**config.mk**
```make
export PLATFORM = sky130hd
export DESIGN_NAME = int_mem_ibus_arbiter
export DESIGN_NICKNAME = d
export VERILOG_FILES = /design/src/source/int_mem_pkg.sv /design/src/source/int_mem_ibus_arbiter.sv
export SDC_FILE = /design/constraint.sdc
export NUM_CORES = 1
export LEC_CHECK = 0
export ABC_AREA = 1
export BUFFER_PORTS_ARGS = -buffer_cell sky130_fd_sc_hd__buf_2
export CORE_AREA = 2 2 107 109
export DETAILED_ROUTE_END_ITERATION = 10
export DIE_AREA = 0 0 109 111
export SLEW_MARGIN = 10
export SYNTH_ARGS = -nofsm -noshare
export SYNTH_HDL_FRONTEND = slang
export SYNTH_SLANG_ARGS = --single-unit
```
**constraint.sdc**
```tcl
create_clock -name clk_i -period 2 [get_ports clk_i]
set_input_delay 0.6 -clock clk_i [delete_from_list [all_inputs] [get_ports clk_i]]
set_output_delay 0.6 -clock clk_i [all_outputs]
set_load 0.005 [all_outputs]
```
**src/source/int_mem_pkg.sv**
```systemverilog
package int_mem_pkg;

   // byte address width of both cpu buses
   localparam int ADDR_W = 32;
   localparam int DATA_W = 32;

   // master to slave request, zero strobe is a read
   typedef struct packed {
      logic                valid;
      logic [ADDR_W-1:0]   addr;
      logic [DATA_W-1:0]   wdata;
      logic [DATA_W/8-1:0] wstrb;
   } iob_req_t;

   // slave to master response
   typedef struct packed {
      logic [DATA_W-1:0] rdata;
      logic              rvalid;
      logic              ready;
   } iob_resp_t;

   // boot controller state
   typedef enum logic [1:0] {
      BOOT_COPY,
      BOOT_RUN,
      BOOT_RESET,
      CPU_RUN
   } boot_state_e;

endpackage

```
**src/source/int_mem_ibus_arbiter.sv**
```systemverilog
module int_mem_ibus_arbiter
   import int_mem_pkg::*;
#(
   parameter int BOOTROM_ADDR_W = 8
) (
   input  logic      clk_i,
   input  logic      arst_n_i,
   input  iob_req_t  preload_req_i,
   input  iob_req_t  cpu_req_i,
   output iob_resp_t cpu_resp_o,
   output iob_req_t  ram_req_o,
   input  iob_resp_t ram_resp_i,
   input  logic      boot_i
);

   localparam logic [ADDR_W-1:0] BOOT_OFFSET = ADDR_W'(2**BOOTROM_ADDR_W);

   logic seen_q;
   logic preloading;
   logic cpu_grant;
   logic owner_cpu_q;

   // preload runs until its write stream has started and ended
   assign preloading = !seen_q || preload_req_i.valid;

   assign cpu_grant = cpu_req_i.valid && !preloading && ram_resp_i.ready;

   always_ff @(posedge clk_i or negedge arst_n_i) begin
      if (!arst_n_i) begin
         seen_q      <= 1'b0;
         owner_cpu_q <= 1'b0;
      end else begin
         seen_q      <= seen_q || preload_req_i.valid;
         owner_cpu_q <= cpu_grant;
      end
   end

   always_comb begin
      if (preload_req_i.valid) begin
         ram_req_o = preload_req_i;
      end else begin
         ram_req_o.valid = cpu_req_i.valid && !preloading;
         // shift down by the rom size so cpu address 0 hits the boot code
         ram_req_o.addr  = boot_i ? (cpu_req_i.addr - BOOT_OFFSET) : cpu_req_i.addr;
         ram_req_o.wdata = cpu_req_i.wdata;
         ram_req_o.wstrb = '0;
      end
   end

   assign cpu_resp_o.ready  = !preloading && ram_resp_i.ready;
   assign cpu_resp_o.rvalid = owner_cpu_q && ram_resp_i.rvalid;
   assign cpu_resp_o.rdata  = ram_resp_i.rdata;

   a_cpu_read_only: assert property (
      @(posedge clk_i) disable iff (!arst_n_i)
      cpu_req_i.valid |-> (cpu_req_i.wstrb == '0)
   );

endmodule

```
==> results.yml <==
run_status:
  status: "finished with violations"
  violations: "setup timing"
pwr:
  ir_drop_uv: 215
  leakagePower_uw: 0.00221
  power_density_nw_per_um2: 265
flow_run:
  cap_viol_max_count: 0
worst_setup_path:
  path_common_cell: "buf_4"
  critical_path_depth: 11
  path_class: "input pin to output pin"
  crit_chain: "buf_8 > inv_8 > buf_4 > nand2_2 > nor2_4 > nand2_4 > buf_4 > o21ai_1 > nand3_1 > nand2_1 > buf_2"
  critPathArrivalTime_ns: 1.74
  cp_slowest_stage_delay_ns: 0.15
  slowest_stage: "buf_4"
  cp_max_fo: 3
  worstSetupStartpointType: "input pin"
  crit_family: "simple AND/OR/NAND/NOR gates"
  reg2regPathDepth: 2
  crit_required_ns: 1.40
  critPathCaptureType: "output pin"
  path_buf_inv: 5
clocking:
  htree_levels: 1
  insertion_delay_ns: 0.22
  clockBufferDepth: 2
  numClockSinks: 2
  cts_root_buffer: "clkbuf_16"
  cts_inserted_buffers: 3
  cts_tree: "built"
  path_clk_slew_ns: 0.03
  holdBufCountCts: 0
finish:
  area_delta_synth_final_pct: 93.8
  fill_cells: 1290
  final_cell_area_sq_um: 3620
  final_core_util_pct: 32.7
  finish.net_count: 794
  layout-drive-gt1-share_pct: 53.9
  num_antenna_cells: 0
  final_cells: 759
detailed_routing:
  vias: 3019
  wl_mm: 8.22
  post_drt_via_cell_ratio: 3.98
  ant_nets: 0
  drtIter0Drc: 90
  firstDrtPassIters: 4
  drc_errors: 0
  wire_per_inst_um: 10.8
grt:
  grtUsageTotal_pct: 12.0
  grt_first_pass_wirelength_mm: 11.8
  grt_pass1_vias: 2562
  antenna_found_initial: 0
  grt_start_max_net_pins: 38
  overflow: 0
placement:
  globalplace.congestion: 0.790
  port_buffers: 209
  placed_cells: 745
  postPlaceCellArea_sq_um: 3190
  dp_hpwl_mm: 6.78
synth:
  netlist.area_leader.share_pct: 40.8
  synth_area_sq_um: 1870
  synth_area_leaders: "nand2_1, buf_4, nor2_1, inv_1, nand3_1"
  ys_seq_area_share_pct: 2.68
  synthesis.nets: 573
  synth_area_leader_cell: "nand2_1"
  netlist_instances: 397
  synth.avg_cell_area_sq_um: 4.71
  ys.flop_type: "dfrtp_1"
  synth-seq-cells: 2
  synth-edff-count: 0
  synth_cell_types: 27
  yosysWarnings: 0
  async_flop_share_pct: 100
die:
  start_util_pct: 16.9
  ios: 278
  die_x_um: 109
  num_rows: 39
  die-height_um: 111
  dieArea_sq_um: 12100
  core_sq_um: 11100
timing:
  rsz0062_at_grt: "yes"
  hold_viol_final: 0
  post-route-min-period_ns: 2.34
  clock_skew_ns: 0.000780
  maxSlewHeadroom_pct: 83.2
  max_freq_ghz: 0.428
  setup-tns-final_ns: -5.81
  fin_ws_ns: -0.336
  worst_slew_pin_slew_ns: 0.249
  period_share_pct: 117
  finalSetupViolations: 23
  slew_viol_final: 0
  hold_slack_ns: 0.165
min_path:
  holdCritPathClass: "input pin to async pin"
state kept, by name (all words and copies together), names as in the netlist:
| signal | cells |
|---|---|
| owner_cpu_q | 1 |
| seen_q | 1 |
worst register-to-register path, delay by kind of cell (launching register included):
kind / cells / cell delay, ns
buf+inv: 1 / 0.07
flops: 1 / 0.32
simple gates: 1 / 0.28
logic make-up (layout without fill, tap and decap cells):
logic type	after synthesis	in the layout	share of synthesized area, %
xor gates and xnor gates	6	6	2.81
adders and majority gates	1	1	0.670
DFF	2	2	2.68
and+or+nand+nor	279	279	63.0
AOI/OAI and AO/OA	24	24	6.63
buffers and inverters	85	304	24.2
Yosys cell counts (6+ instances only):
cell type and count:
o21ai_0 7, a21oi_1 6, inv_2 6, nand3_1 20, o21ai_1 8, inv_1 32
buf_4 33, xor2_1 6, clkbuf_1 6, nand2_1 203, nor2_1 33
stage by stage:
stage                     power [uW]  setup WS, ns
after floorplan                  318      -0.00810
after global placement           613        -0.432
after detailed placement         614        -0.426
after CTS                        940        -0.326
after global routing            1050        -0.438
final                            961        -0.336
area by class of cell:
type | count | area, sq um | area share, %
repair buffers | 262 | 1580 | 43.7
clock buffers | 3 | 75.1 | 2.07
multi-input cells | 310 | 1560 | 43.0
well taps | 143 | 179 | 4.94
flip-flops and latches | 2 | 50.0 | 1.38
inverters | 39 | 179 | 4.94
cells in the final DEF (no fill, tap or decap), types with 3 or more instances in the layout:
master	instances
nand2_1	189
nor2_4	7
o21ai_0	3
buf_2	204
nand2_2	17
nor2_1	26
buf_6	7
buf_4	43
inv_2	6
clkbuf_16	4
xor2_2	5
a21oi_2	3
nand3_1	15
a21oi_1	3
nand3_2	5
buf_12	6
nor2_2	9
o21ai_1	10
nand2_4	3
inv_1	28
where the power goes:
group / switching, uW / internal, uW
clock network: 40.2 / 254
logic: 296 / 329
registers: 0.589 / 41.6
path summary, 6_finish.rpt:
| kind | from | to | slack, ns |
|---|---|---|---|
| worst max-delay path | cpu_req_i[44] | ram_req_o[55] | -0.34 |
| worst min-delay path | arst_n_i | seen_q | 0.16 |
| worst max register to register | seen_q | owner_cpu_q | 1.23 |
| worst min register to register | seen_q | seen_q | 0.49 |
| max in group asynchronous | arst_n_i | owner_cpu_q | 1.74 |
| min in group clk_i | seen_q | seen_q | 0.49 |
layer usage:
| layer | wire (um) | GRT usage, % | up-vias | share of wire (%) |
|---|---|---|---|---|
| li1 | - | - | 1605 | - |
| met1 | 3630 | 15.9 | 1258 | 44 |
| met2 | 3690 | 19.7 | 130 | 45 |
| met3 | 640 | 2.18 | 26 | 7.8 |
| met4 | 247 | 3.33 | 0 | 3.0 |
| met5 | 0 | 0 | - | 0 |
what timing repair did:
item / 4_1_cts / 5_1_grt
resized for setup: 39 / 29
setup buffers: 3 / 7
setup endpoints to repair: 23 / 31
cloned: 0 / 1
pin swaps: 21 / 10
No activity file was read; power rests on OpenSTA's default activity.
