**src/source/int_mem_pkg.sv**
```systemverilog
package int_mem_pkg;

   // byte address width of both cpu buses
   localparam int ADDR_W = 32;
   localparam int DATA_W = 32;

   // master to slave request, zero strobe is a read
   typedef struct packed {
      logic                valid;
      logic [ADDR_W-1:0]   addr;
      logic [DATA_W-1:0]   wdata;
      logic [DATA_W/8-1:0] wstrb;
   } iob_req_t;

   // slave to master response
   typedef struct packed {
      logic [DATA_W-1:0] rdata;
      logic              rvalid;
      logic              ready;
   } iob_resp_t;

   // boot controller state
   typedef enum logic [1:0] {
      BOOT_COPY,
      BOOT_RUN,
      BOOT_RESET,
      CPU_RUN
   } boot_state_e;

endpackage

```
**src/source/int_mem_boot_ctrl.sv**
```systemverilog
module int_mem_boot_ctrl
   import int_mem_pkg::*;
#(
   parameter int SRAM_ADDR_W    = 12,
   parameter int BOOTROM_ADDR_W = 8,
   parameter int RESET_PULSE    = 4
) (
   input  logic                      clk_i,
   input  logic                      arst_n_i,
   input  iob_req_t                  req_i,
   output iob_resp_t                 resp_o,
   output iob_req_t                  preload_req_o,
   output logic                      rom_r_valid_o,
   output logic [BOOTROM_ADDR_W-3:0] rom_r_addr_o,
   input  logic [DATA_W-1:0]         rom_r_rdata_i,
   output logic                      boot_o,
   output logic                      cpu_reset_o
);

   localparam int PULSE_W = $clog2(RESET_PULSE + 1);
   localparam logic [BOOTROM_ADDR_W-3:0] LAST_WORD = '1;
   // boot program lands at the top of the sram
   localparam logic [ADDR_W-1:0] PRELOAD_BASE =
      ADDR_W'(2**SRAM_ADDR_W - 2**BOOTROM_ADDR_W);

   boot_state_e               state_q;
   logic                      boot_q;
   logic [PULSE_W-1:0]        pulse_q;
   logic [BOOTROM_ADDR_W-2:0] rd_cnt_q;
   logic                      wr_pend_q;
   logic [BOOTROM_ADDR_W-3:0] wr_idx_q;
   logic                      rvalid_q;
   logic                      reg_wr;

   assign reg_wr = req_i.valid && (|req_i.wstrb);

   // register and reset pulse sequencing
   always_ff @(posedge clk_i or negedge arst_n_i) begin
      if (!arst_n_i) begin
         state_q <= BOOT_COPY;
         boot_q  <= 1'b1;
         pulse_q <= '0;
      end else begin
         case (state_q)
            BOOT_COPY: begin
               if (wr_pend_q && (wr_idx_q == LAST_WORD)) begin
                  state_q <= BOOT_RUN;
               end
            end
            BOOT_RESET: begin
               if (pulse_q == '0) begin
                  state_q <= boot_q ? BOOT_RUN : CPU_RUN;
               end else begin
                  pulse_q <= pulse_q - 1'b1;
               end
            end
            default: begin
               if (reg_wr) begin
                  boot_q <= req_i.wdata[0];
                  if (req_i.wdata[1]) begin
                     state_q <= BOOT_RESET;
                     pulse_q <= PULSE_W'(RESET_PULSE - 1);
                  end else begin
                     state_q <= req_i.wdata[0] ? BOOT_RUN : CPU_RUN;
                  end
               end
            end
         endcase
      end
   end

   // one rom read per cycle, msb of the counter marks the end
   always_ff @(posedge clk_i or negedge arst_n_i) begin
      if (!arst_n_i) begin
         rd_cnt_q      <= '0;
         rom_r_valid_o <= 1'b0;
         wr_pend_q     <= 1'b0;
         rvalid_q      <= 1'b0;
      end else begin
         rom_r_valid_o <= (state_q == BOOT_COPY) && !rd_cnt_q[BOOTROM_ADDR_W-2];
         if ((state_q == BOOT_COPY) && !rd_cnt_q[BOOTROM_ADDR_W-2]) begin
            rd_cnt_q <= rd_cnt_q + 1'b1;
         end
         wr_pend_q <= rom_r_valid_o;
         rvalid_q  <= req_i.valid && !(|req_i.wstrb);
      end
   end

   always_ff @(posedge clk_i) begin
      rom_r_addr_o <= rd_cnt_q[BOOTROM_ADDR_W-3:0];
      wr_idx_q     <= rom_r_addr_o;
   end

   // rom data goes straight into the sram write
   assign preload_req_o.valid = wr_pend_q;
   assign preload_req_o.addr  = PRELOAD_BASE + ADDR_W'({wr_idx_q, 2'b00});
   assign preload_req_o.wdata = rom_r_rdata_i;
   assign preload_req_o.wstrb = '1;

   assign boot_o      = boot_q;
   assign cpu_reset_o = (state_q == BOOT_COPY) || (state_q == BOOT_RESET);

   assign resp_o.ready  = 1'b1;
   assign resp_o.rvalid = rvalid_q;
   assign resp_o.rdata  = {{(DATA_W - 2){1'b0}}, cpu_reset_o, boot_o};

   a_preload_only_in_copy: assert property (
      @(posedge clk_i) disable iff (!arst_n_i)
      preload_req_o.valid |-> (state_q == BOOT_COPY)
   );

endmodule

```
**config.mk**
```make
export PLATFORM = sky130hd
export DESIGN_NAME = int_mem_boot_ctrl
export DESIGN_NICKNAME = d
export VERILOG_FILES = /design/src/source/int_mem_pkg.sv /design/src/source/int_mem_boot_ctrl.sv
export SDC_FILE = /design/constraint.sdc
export NUM_CORES = 1
export LEC_CHECK = 0
export BUFFER_PORTS_ARGS = -buffer_cell sky130_fd_sc_hd__buf_2
export CAP_MARGIN = 30
export CORE_AREA = 5 5 81 83
export CTS_BUF_LIST = sky130_fd_sc_hd__clkbuf_4 sky130_fd_sc_hd__clkbuf_8 sky130_fd_sc_hd__clkbuf_16
export CTS_CLUSTER_DIAMETER = 40
export DETAILED_ROUTE_END_ITERATION = 10
export DIE_AREA = 0 0 86 88
export PLACE_DENSITY = 0.76
export SYNTH_ARGS = -nofsm -noshare
export SYNTH_HDL_FRONTEND = slang
export SYNTH_SLANG_ARGS = --single-unit
```
**constraint.sdc**
```tcl
create_clock -name clk_i -period 4.36 [get_ports clk_i]
set_input_delay 0.872 -clock clk_i [delete_from_list [all_inputs] [get_ports clk_i]]
set_output_delay 0.872 -clock clk_i [all_outputs]
set_load 0.005 [all_outputs]
```
==> out/results.ini <==
[drt]
drt_first_iter_violations=5
vias=823
wire_per_inst_um=12.0
drc_errors=0
vias_per_cell=3.46
ant_nets=0
wirelength_um=2860
drt_pass1_iterations=2

[setup_path]
crit_slowest_cell=dfrtp_1
reg2reg_slack_ns=2.84
required_ns=3.49
cpPeakStageDelay_ns=0.50
worstPathArrival_ns=1.02
start_kind=register
endpoint_kind=primary output
worstPathMaxFanout=6
critPathKind=reg -> out
path_cells=inv_1 > buf_2

[timing]
rsz0062_at_grt=false
setup-tns-final_ns=0
maxSlewViolCount=0
hold_violations=0
fin_crit_sh_pct=43.4
min_period_ns=1.89
hold_ws_ns=0.361
fin_skew_ns=0.00154
setup_viol=0
timing.fmax_mhz=529

[power]
netSwitchingPower_w=0.000287
swShare_pct=31.9
p_comb_share_pct=27.7
ir_worst_vdd_v=0.000341
p_seq_share_pct=50.0
clkPwrFrac_pct=22.2
leakage_nw=0.779
p_int_w=0.000612
powerDensity_nw_per_um2=592

[floorplanning]
coreArea_um2=5780
fp.dieH_um=88
pin_count=215
dieWidth_um=86
rows=28
dieArea_um2=7570
start_util_pct=29.8

[worst_hold_path]
hold_class=reg -> reg

[clock_network]
tritoncts=yes
clk_pin_slew_worst_paths_ns=0.09
cts_buffers=3
post_cts_buffers=0
clock_path_buffers=2
cts_hold_buf=0
cts.htree.levels=1
clock_sinks=28
clk_latency_ns=0.27
cts-resized-gates=0
clock-root-buffer=clkbuf_8

[synth]
postSynthAreaPerCell_um2=10.1
syn_inst=170
yosys-top-cells-area=buf_4 (42%), dfrtp_1 (22%), dfxtp_1 (14%)
synth_common_cells=buf_4 (97), dfrtp_1 (15), dfxtp_1 (12), nand2_1 (6), inv_1 (4)
synth_cell_types=32
ys_warn_count=0
ys_ff_latch=28
syn-cell-area_um2=1720
synth.most_common_cell=buf_4
yosysTopAreaCellShare_pct=42.3
yosysTopAreaCell=buf_4
ys_seq_area_share_pct=37.3
synth-async-reset-ratio_pct=57.1
synth_edf_count=0
synthFlopType=dfrtp_1

[layout]
fillCellCount=622
nNetsFinal=270
syn_to_final_growth_pct=-12.0
finish.instance_area_um2=1520
antennaDiodeCount=0
drive_above_1_share_pct=25.2

[flow_run]
maxCapViolations=0

[outcome]
status=completed

[placement]
dpl_cell_area_um2=1450
dp_hpwl_um=2450
gp_congestion=0.711
port_buffers=27

[global_routing]
grt_max_degree=17
grt_pass1_vias=754
grt_use_total_pct=6.55
grt_pass1_wl_um=3810
antenna_found_initial=0
overflow=0

==> per-stage QoR <==
stage	util, %	setup slack [ns]	power [W]	instances
2_1_floorplan	-	2.51	0.000661	229
3_3_place_gp	25.0	2.53	0.000692	234
3_5_place_dp	25.0	2.51	0.000704	234
4_1_cts	26.2	2.46	0.000908	238
5_1_grt	26.2	2.41	0.000964	238
6_report	26.2	2.47	0.000898	238
==> layout by cell type (no fill, tap or decap), drive strengths merged, types with 3 or more instances in the layout <==
master  instances
xnor2           3
buf            27
dfrtp          15
nand2           6
dfxtp          12
conb           61
inv             4
clkbuf          3
ha              3
==> worst max-delay path, delay by kind of cell (launching register included) <==
kind | cells | cell delay, ns
flip-flops | 1 | 0.50
buffers and inverters | 2 | 0.25
==> power groups by stage <==
stage	Sequential, W	Combinational, W	Clock (W)
after CTS	0.000451	0.000253	0.000204
after global routing	0.000467	0.000283	0.000214
after global placement	0.000449	0.000242	0
after detailed placement	0.000452	0.000252	0
final	0.000449	0.000249	0.000200
after floorplan	0.000439	0.000222	0
==> kinds of logic after synthesis <==
logic type / share of synthesized area, %
muxes: 1.89
other: 0.436
DFF: 37.3
buffers and inverters: 43.1
and+or+nand+nor: 9.37
AOI/OAI and AO/OA: 2.76
xor gates and xnor gates: 2.98
adders and majority gates: 2.18
==> path summary, 6_finish.rpt <==
check,startpoint,endpoint,cells after the start
min in group asynchronous,arst_n_i,rd_cnt_q[1],1
max reg2reg,pulse_q[0],pulse_q[0],6
min reg2reg,rom_r_addr_o[2],wr_idx_q[2],0
min,rom_r_addr_o[2],wr_idx_q[2],0
max,state_q[0],resp_o[3],2
max in group asynchronous,arst_n_i,boot_o,1
==> flip-flops by register name (all words and copies together), names as in the netlist <==
| signal | cells |
|---|---|
| boot_o | 1 |
| pulse_q | 3 |
| rd_cnt_q | 7 |
| rom_r_addr_o | 6 |
| rom_r_valid_o | 1 |
| rvalid_q | 1 |
| state_q | 2 |
| wr_idx_q | 6 |
| wr_pend_q | 1 |
==> layout make-up <==
cell class	instances	area, um^2	share of cell area [%]
clock buffers	3	41.3	2.72
clock inverters	1	30.0	1.98
inverters	4	15.0	0.990
multi-input cells	100	559	36.9
flip-flops and latches	28	642	42.3
well taps	75	93.8	6.19
repair buffers	27	135	8.91
==> metal layers <==
metal / vias up / global-route usage, % / part of all wire (%)
li1: 366 / - / -
met1: 368 / 6.41 / 30
met2: 71 / 10.2 / 45
met3: 18 / 5.08 / 21
met4: 0 / 3.17 / 3.9
met5: - / 0 / 0
Power figures use the tool's default switching activity.
