<file path="src/source/int_mem_pkg.sv">
package int_mem_pkg;

   // byte address width of both cpu buses
   localparam int ADDR_W = 32;
   localparam int DATA_W = 32;

   // master to slave request, zero strobe is a read
   typedef struct packed {
      logic                valid;
      logic [ADDR_W-1:0]   addr;
      logic [DATA_W-1:0]   wdata;
      logic [DATA_W/8-1:0] wstrb;
   } iob_req_t;

   // slave to master response
   typedef struct packed {
      logic [DATA_W-1:0] rdata;
      logic              rvalid;
      logic              ready;
   } iob_resp_t;

   // boot controller state
   typedef enum logic [1:0] {
      BOOT_COPY,
      BOOT_RUN,
      BOOT_RESET,
      CPU_RUN
   } boot_state_e;

endpackage

</file>
<file path="src/source/int_mem_dbus_split.sv">
module int_mem_dbus_split
   import int_mem_pkg::*;
#(
   parameter int B_BIT          = 31,
   parameter int SRAM_ADDR_W    = 12,
   parameter int BOOTROM_ADDR_W = 8
) (
   input  logic      clk_i,
   input  logic      arst_n_i,
   input  iob_req_t  m_req_i,
   output iob_resp_t m_resp_o,
   output iob_req_t  boot_req_o,
   input  iob_resp_t boot_resp_i,
   output iob_req_t  ram_req_o,
   input  iob_resp_t ram_resp_i,
   input  logic      boot_i
);

   // minus the rom size in sram words
   localparam logic [SRAM_ADDR_W-3:0] BOOT_OFFSET =
      (SRAM_ADDR_W-2)'(-(2**(BOOTROM_ADDR_W-2)));

   logic                   sel_boot;
   logic                   blocked;
   logic                   rd_accept;
   logic                   pend_q;
   logic                   pend_boot_q;
   logic [SRAM_ADDR_W-3:0] ram_word;

   assign sel_boot = m_req_i.addr[B_BIT];

   // a read to the other target still owes its response
   assign blocked = pend_q && (pend_boot_q != sel_boot);

   assign ram_word = m_req_i.addr[SRAM_ADDR_W-1:2] + (boot_i ? BOOT_OFFSET : '0);

   always_comb begin
      boot_req_o       = m_req_i;
      boot_req_o.valid = m_req_i.valid && sel_boot && !blocked;
      ram_req_o        = m_req_i;
      ram_req_o.valid  = m_req_i.valid && !sel_boot && !blocked;
      ram_req_o.addr   = ADDR_W'({ram_word, 2'b00});
   end

   assign m_resp_o.ready = !blocked && (sel_boot ? boot_resp_i.ready : ram_resp_i.ready);
   assign rd_accept      = m_req_i.valid && m_resp_o.ready && !(|m_req_i.wstrb);

   always_ff @(posedge clk_i or negedge arst_n_i) begin
      if (!arst_n_i) begin
         pend_q      <= 1'b0;
         pend_boot_q <= 1'b0;
      end else begin
         pend_q <= rd_accept;
         if (rd_accept) begin
            pend_boot_q <= sel_boot;
         end
      end
   end

   // response follows the target of the last read
   assign m_resp_o.rdata  = pend_boot_q ? boot_resp_i.rdata : ram_resp_i.rdata;
   assign m_resp_o.rvalid = pend_boot_q ? boot_resp_i.rvalid : ram_resp_i.rvalid;

   a_single_rvalid: assert property (
      @(posedge clk_i) disable iff (!arst_n_i)
      !(boot_resp_i.rvalid && ram_resp_i.rvalid)
   );

endmodule

</file>
<file path="config.mk">
export PLATFORM = sky130hd
export DESIGN_NAME = int_mem_dbus_split
export DESIGN_NICKNAME = d
export VERILOG_FILES = /design/src/source/int_mem_pkg.sv /design/src/source/int_mem_dbus_split.sv
export SDC_FILE = /design/constraint.sdc
export NUM_CORES = 1
export LEC_CHECK = 0
export ABC_AREA = 1
export BUFFER_PORTS_ARGS = -buffer_cell sky130_fd_sc_hd__buf_4
export CORE_AREA = 2 2 122 124
export CTS_BUF_LIST = sky130_fd_sc_hd__clkbuf_8
export DETAILED_ROUTE_END_ITERATION = 10
export DIE_AREA = 0 0 124 126
export PLACE_DENSITY_LB_ADDON = 0.2
export SYNTH_ARGS = -nofsm -noshare
export SYNTH_HDL_FRONTEND = slang
export SYNTH_SLANG_ARGS = --single-unit
</file>
<file path="constraint.sdc">
create_clock -name clk_i -period 1.9 [get_ports clk_i]
set_input_delay 0.19 -clock clk_i [delete_from_list [all_inputs] [get_ports clk_i]]
set_output_delay 0.19 -clock clk_i [all_outputs]
set_load 0.05 [all_outputs]
</file>
==> results <==
- Summing all multi-input logic gate instances after layout gives 646 um^2.
- For flop-to-flop paths, the worst setup slack is 820 ps.
- The total routing resource utilization after global routing is 5.43%.
- The startpoint of the lowest-slack hold path is m_req_i[67].
- The cell family with the largest share of critical-path delay is buffers and inverters.
- The first global-routing pass estimated 6570 um of wire.
- Setup violations remaining at the end of the flow were counted as 0.
- The finished layout cell area is a little over 2000 um^2.
- The half-perimeter wire length after detailed placement is around 4000 um.
- The final net count is 444.
- Once the clock tree was built, the resizer swapped 0 gates to a different size.
- The master of the slowest instance on the critical path is sky130_fd_sc_hd__dfrtp_1.
- The routed wire length is about 4700 um.
- The total via count in the routed design is 1475.
- The delay of the slowest cell on the worst path is 390 ps.
- No sink is reached through more buffers than the 2 on the longest clock path.
- The cell area that synthesis handed to floorplanning was roughly 1700 um^2.
- STA classifies the critical path endpoint as an output port.
- The detailed router finished its first iteration with 17 violations.
- The top cell type by area accounts for 58.9% of the synthesized area.
- Entering global routing, the biggest net connects 28 pins.
- The routed wirelength normalized by instance count is 9.71 um.
- The region available for standard cell placement spans 14300 um^2.
- For the worst-skew pair, the clock arrives at the later sink with an insertion delay of 210 ps.
- The number of filler instances in the final layout is ~1700.
- In the routed layout, each cell is associated on average with a via count of 3.06.
- The number of buffers and inverters on the critical path is 3.
- The largest clock skew in the final design is 0.511 ps.
- Setup repair after global routing left no endpoint under its margin.
- The worst path arrival time is 1410 ps.
- The cell type with the highest occurrence count on the critical path is sky130_fd_sc_hd__buf_4.
- The number of pins exceeding their max-slew limit in the final report is 0.
- In this run the remaining antenna-violating nets after routing total 0.
- The top fanout value on the critical path is 8.
- The via count of the first global-routing pass is 1493.
- The Yosys step of the flow raised 0 warnings.
- The die boundary width is 124 um.
- TritonCTS built the clock tree.
- In this run the worst hold path is classified as input port to flip-flop.
- In this run the critical register-to-register path is launched from pend_boot_q.
- The kind of critical path is flip-flop to output port.
- The post-route netlist has 49.0% of its cells at a drive strength greater than 1.
- The power density normalized to cell area is 754 nW/um^2.
- The count of cells along the worst register-to-register path is 6.
- The routed design could run at a clock period as short as 1600 ps.
- The worst setup path is launched from a flip-flop.
- Routability-driven placement finished with a final weighted congestion of 0.643.
- The antenna diode instance count is 0.
- The number of clock buffers added by TritonCTS is 3.
- In the post-synthesis netlist, the biggest area contributors are sky130_fd_sc_hd__buf_4, sky130_fd_sc_hd__nand2_1, sky130_fd_sc_hd__dfrtp_1, sky130_fd_sc_hd__ha_1, sky130_fd_sc_hd__buf_2.
- Summed over all layers, the global routing overflow is 0.
- The maximum clock frequency is 627 MHz.
- In this run the number of H-tree levels came out at 1.
- For this run, the register share of the synthesized area comes to 2.98%.
- Synthesis produced a netlist whose cell count is about 280.
- The cell depth of the worst min-delay path is 3.
- Relative to the synthesized area, the layout overhead comes to 21.5%.
- The end of the worst hold path is pend_boot_q.
- The clock net in this run drives a total of 2 sinks.
- Across the VDD grid, the largest voltage drop is 279 uV.
- Max-cap violations in this run came to 0.
- The share of the clock period used by the worst path is 84.0%.
- The top cell type by total area after synthesis is sky130_fd_sc_hd__buf_4.
- The placed cell area is 1990 um^2.
- The full die area is between 15000 and 20000 um^2.
- After detailed routing, the number of remaining DRC violations is 0.
- The initial antenna violation count is 0.
- The worst-case hold slack is 298 ps.
- Row generation in the floorplan step produced 44 rows.
- The unique cell type count in the Yosys netlist is 21.
- The total of flip-flops plus latches after synthesis is 2.
- Port buffering added 133 buffers.
- Clock-pin slew was measured on the worst setup and hold paths at 30 ps.
- Pin placement for this block handled 312 I/O pins.
- The run finished with clean final reports.
- STA puts the critical path data required time at 1710 ps.
- After synthesis, the mean cell area works out to ~6 um^2.
- The initial core utilization is 11.7%.
- The signal on the critical path passes through buf_4 -> nand2_2 -> nand3_4 -> inv_2 -> nor3_1 -> buf_4.
- The leakage component of the power is between 1 and 1.5 nW.
- The count of endpoints failing hold in the final timing report was 0.
- The first TritonRoute pass finished after 3 iterations.
- The register cell area after layout is 50.0 um^2.
- The capturing point of the worst reg2reg path is pend_boot_q.
- The tree is rooted in a sky130_fd_sc_hd__clkbuf_8.
- The height of the die is approximately 130 um.
[kinds of logic after synthesis]
logic type | after synthesis | share of synthesized area (%)
other | 1 | 0.223
buffers and inverters | 147 | 63.3
and+or+nand+nor | 118 | 28.2
AOI/OAI and AO/OA | 1 | 0.297
adders and majority gates | 4 | 3.42
DFF | 2 | 2.98
xor gates and xnor gates | 3 | 1.56
[synth_stat cells]
master / n
sky130_fd_sc_hd__a21oi_1: 1
sky130_fd_sc_hd__nand4_1: 1
sky130_fd_sc_hd__buf_4: 132
sky130_fd_sc_hd__nor2_1: 2
sky130_fd_sc_hd__buf_6: 1
sky130_fd_sc_hd__buf_2: 6
sky130_fd_sc_hd__inv_1: 5
sky130_fd_sc_hd__nand2_1: 108
sky130_fd_sc_hd__nand3_1: 1
sky130_fd_sc_hd__dfrtp_1: 2
sky130_fd_sc_hd__inv_2: 2
sky130_fd_sc_hd__fa_1: 1
sky130_fd_sc_hd__nor3_1: 2
sky130_fd_sc_hd__conb_1: 1
sky130_fd_sc_hd__xnor2_1: 2
sky130_fd_sc_hd__nand2_2: 2
sky130_fd_sc_hd__nand3_4: 1
sky130_fd_sc_hd__ha_1: 3
sky130_fd_sc_hd__xor2_1: 1
sky130_fd_sc_hd__nand3_2: 1
sky130_fd_sc_hd__inv_4: 1
[cell type report]
type | count | area share, %
clock buffer | 3 | 2.02
inverter | 8 | 1.59
multi-input combinational | 148 | 31.6
sequential | 2 | 2.45
tap | 184 | 11.3
timing repair buffer | 137 | 51.1
[tightest hold or removal path, cell delays in order]
cell,delay (ps)
sky130_fd_sc_hd__buf_4,140
sky130_fd_sc_hd__nand4_1,90
sky130_fd_sc_hd__nand2_1,50
[state kept, by name (all words and copies together), names as in the netlist]
name and cells:
pend_boot_q 1, pend_q 1
[repair_timing]
action	4_1_cts	5_1_grt
buffers inserted	0	0
hold buffers	1	0
hold endpoints to repair	2	0
[where the power goes]
part           internal (mW)  leakage (nW)  switching, mW  total [mW]
clock                  0.134        0.0216         0.0354       0.170
sequential            0.0472        0.0270        0.00506      0.0522
combinational          0.394          1.15          0.925        1.32
total                  0.575          1.20          0.965        1.54
[layout by cell type (no fill, tap or decap), drive strengths merged]
cell and instances:
nor3 2, ha 3, a21oi 1, nand3 3, xor2 1, xnor2 2
clkbuf 3, inv 8, dfrtp 2, dlygate4sd3 1, nor2 2, fa 1
nand4 1, buf 136, conb 22, nand2 110
[layer usage]
layer	wire, um	GRT usage, %
met2	2280	9.86
met4	272	3.90
met3	723	2.40
met5	0	0
met1	1400	4.59
[through the flow]
step | TNS (ps) | power [mW] | setup WS [ps] | utilization [%] | instances
after floorplan | -95.2 | 1.56 | -47.6 | - | 297
after global placement | 0 | 1.40 | 388 | 13.9 | 478
after detailed placement | 0 | 1.39 | 388 | 13.9 | 478
after CTS | 0 | 1.57 | 268 | 14.3 | 482
after global routing | 0 | 1.65 | 194 | 14.3 | 482
final | 0 | 1.54 | 305 | 14.3 | 482
[worst max path at each step]
stage	start	to	slack, ps	depth (start not counted)
final	pend_boot_q	boot_req_o[68]	300	6
after global routing	pend_boot_q	boot_req_o[68]	190	6
after CTS	pend_boot_q	boot_req_o[68]	270	6
after detailed placement	boot_i	ram_req_o[46]	390	5
after global placement	boot_i	ram_req_o[46]	390	5
after floorplan	pend_boot_q	boot_req_o[68]	-50	6
No activity file was read; power rests on OpenSTA's default activity.
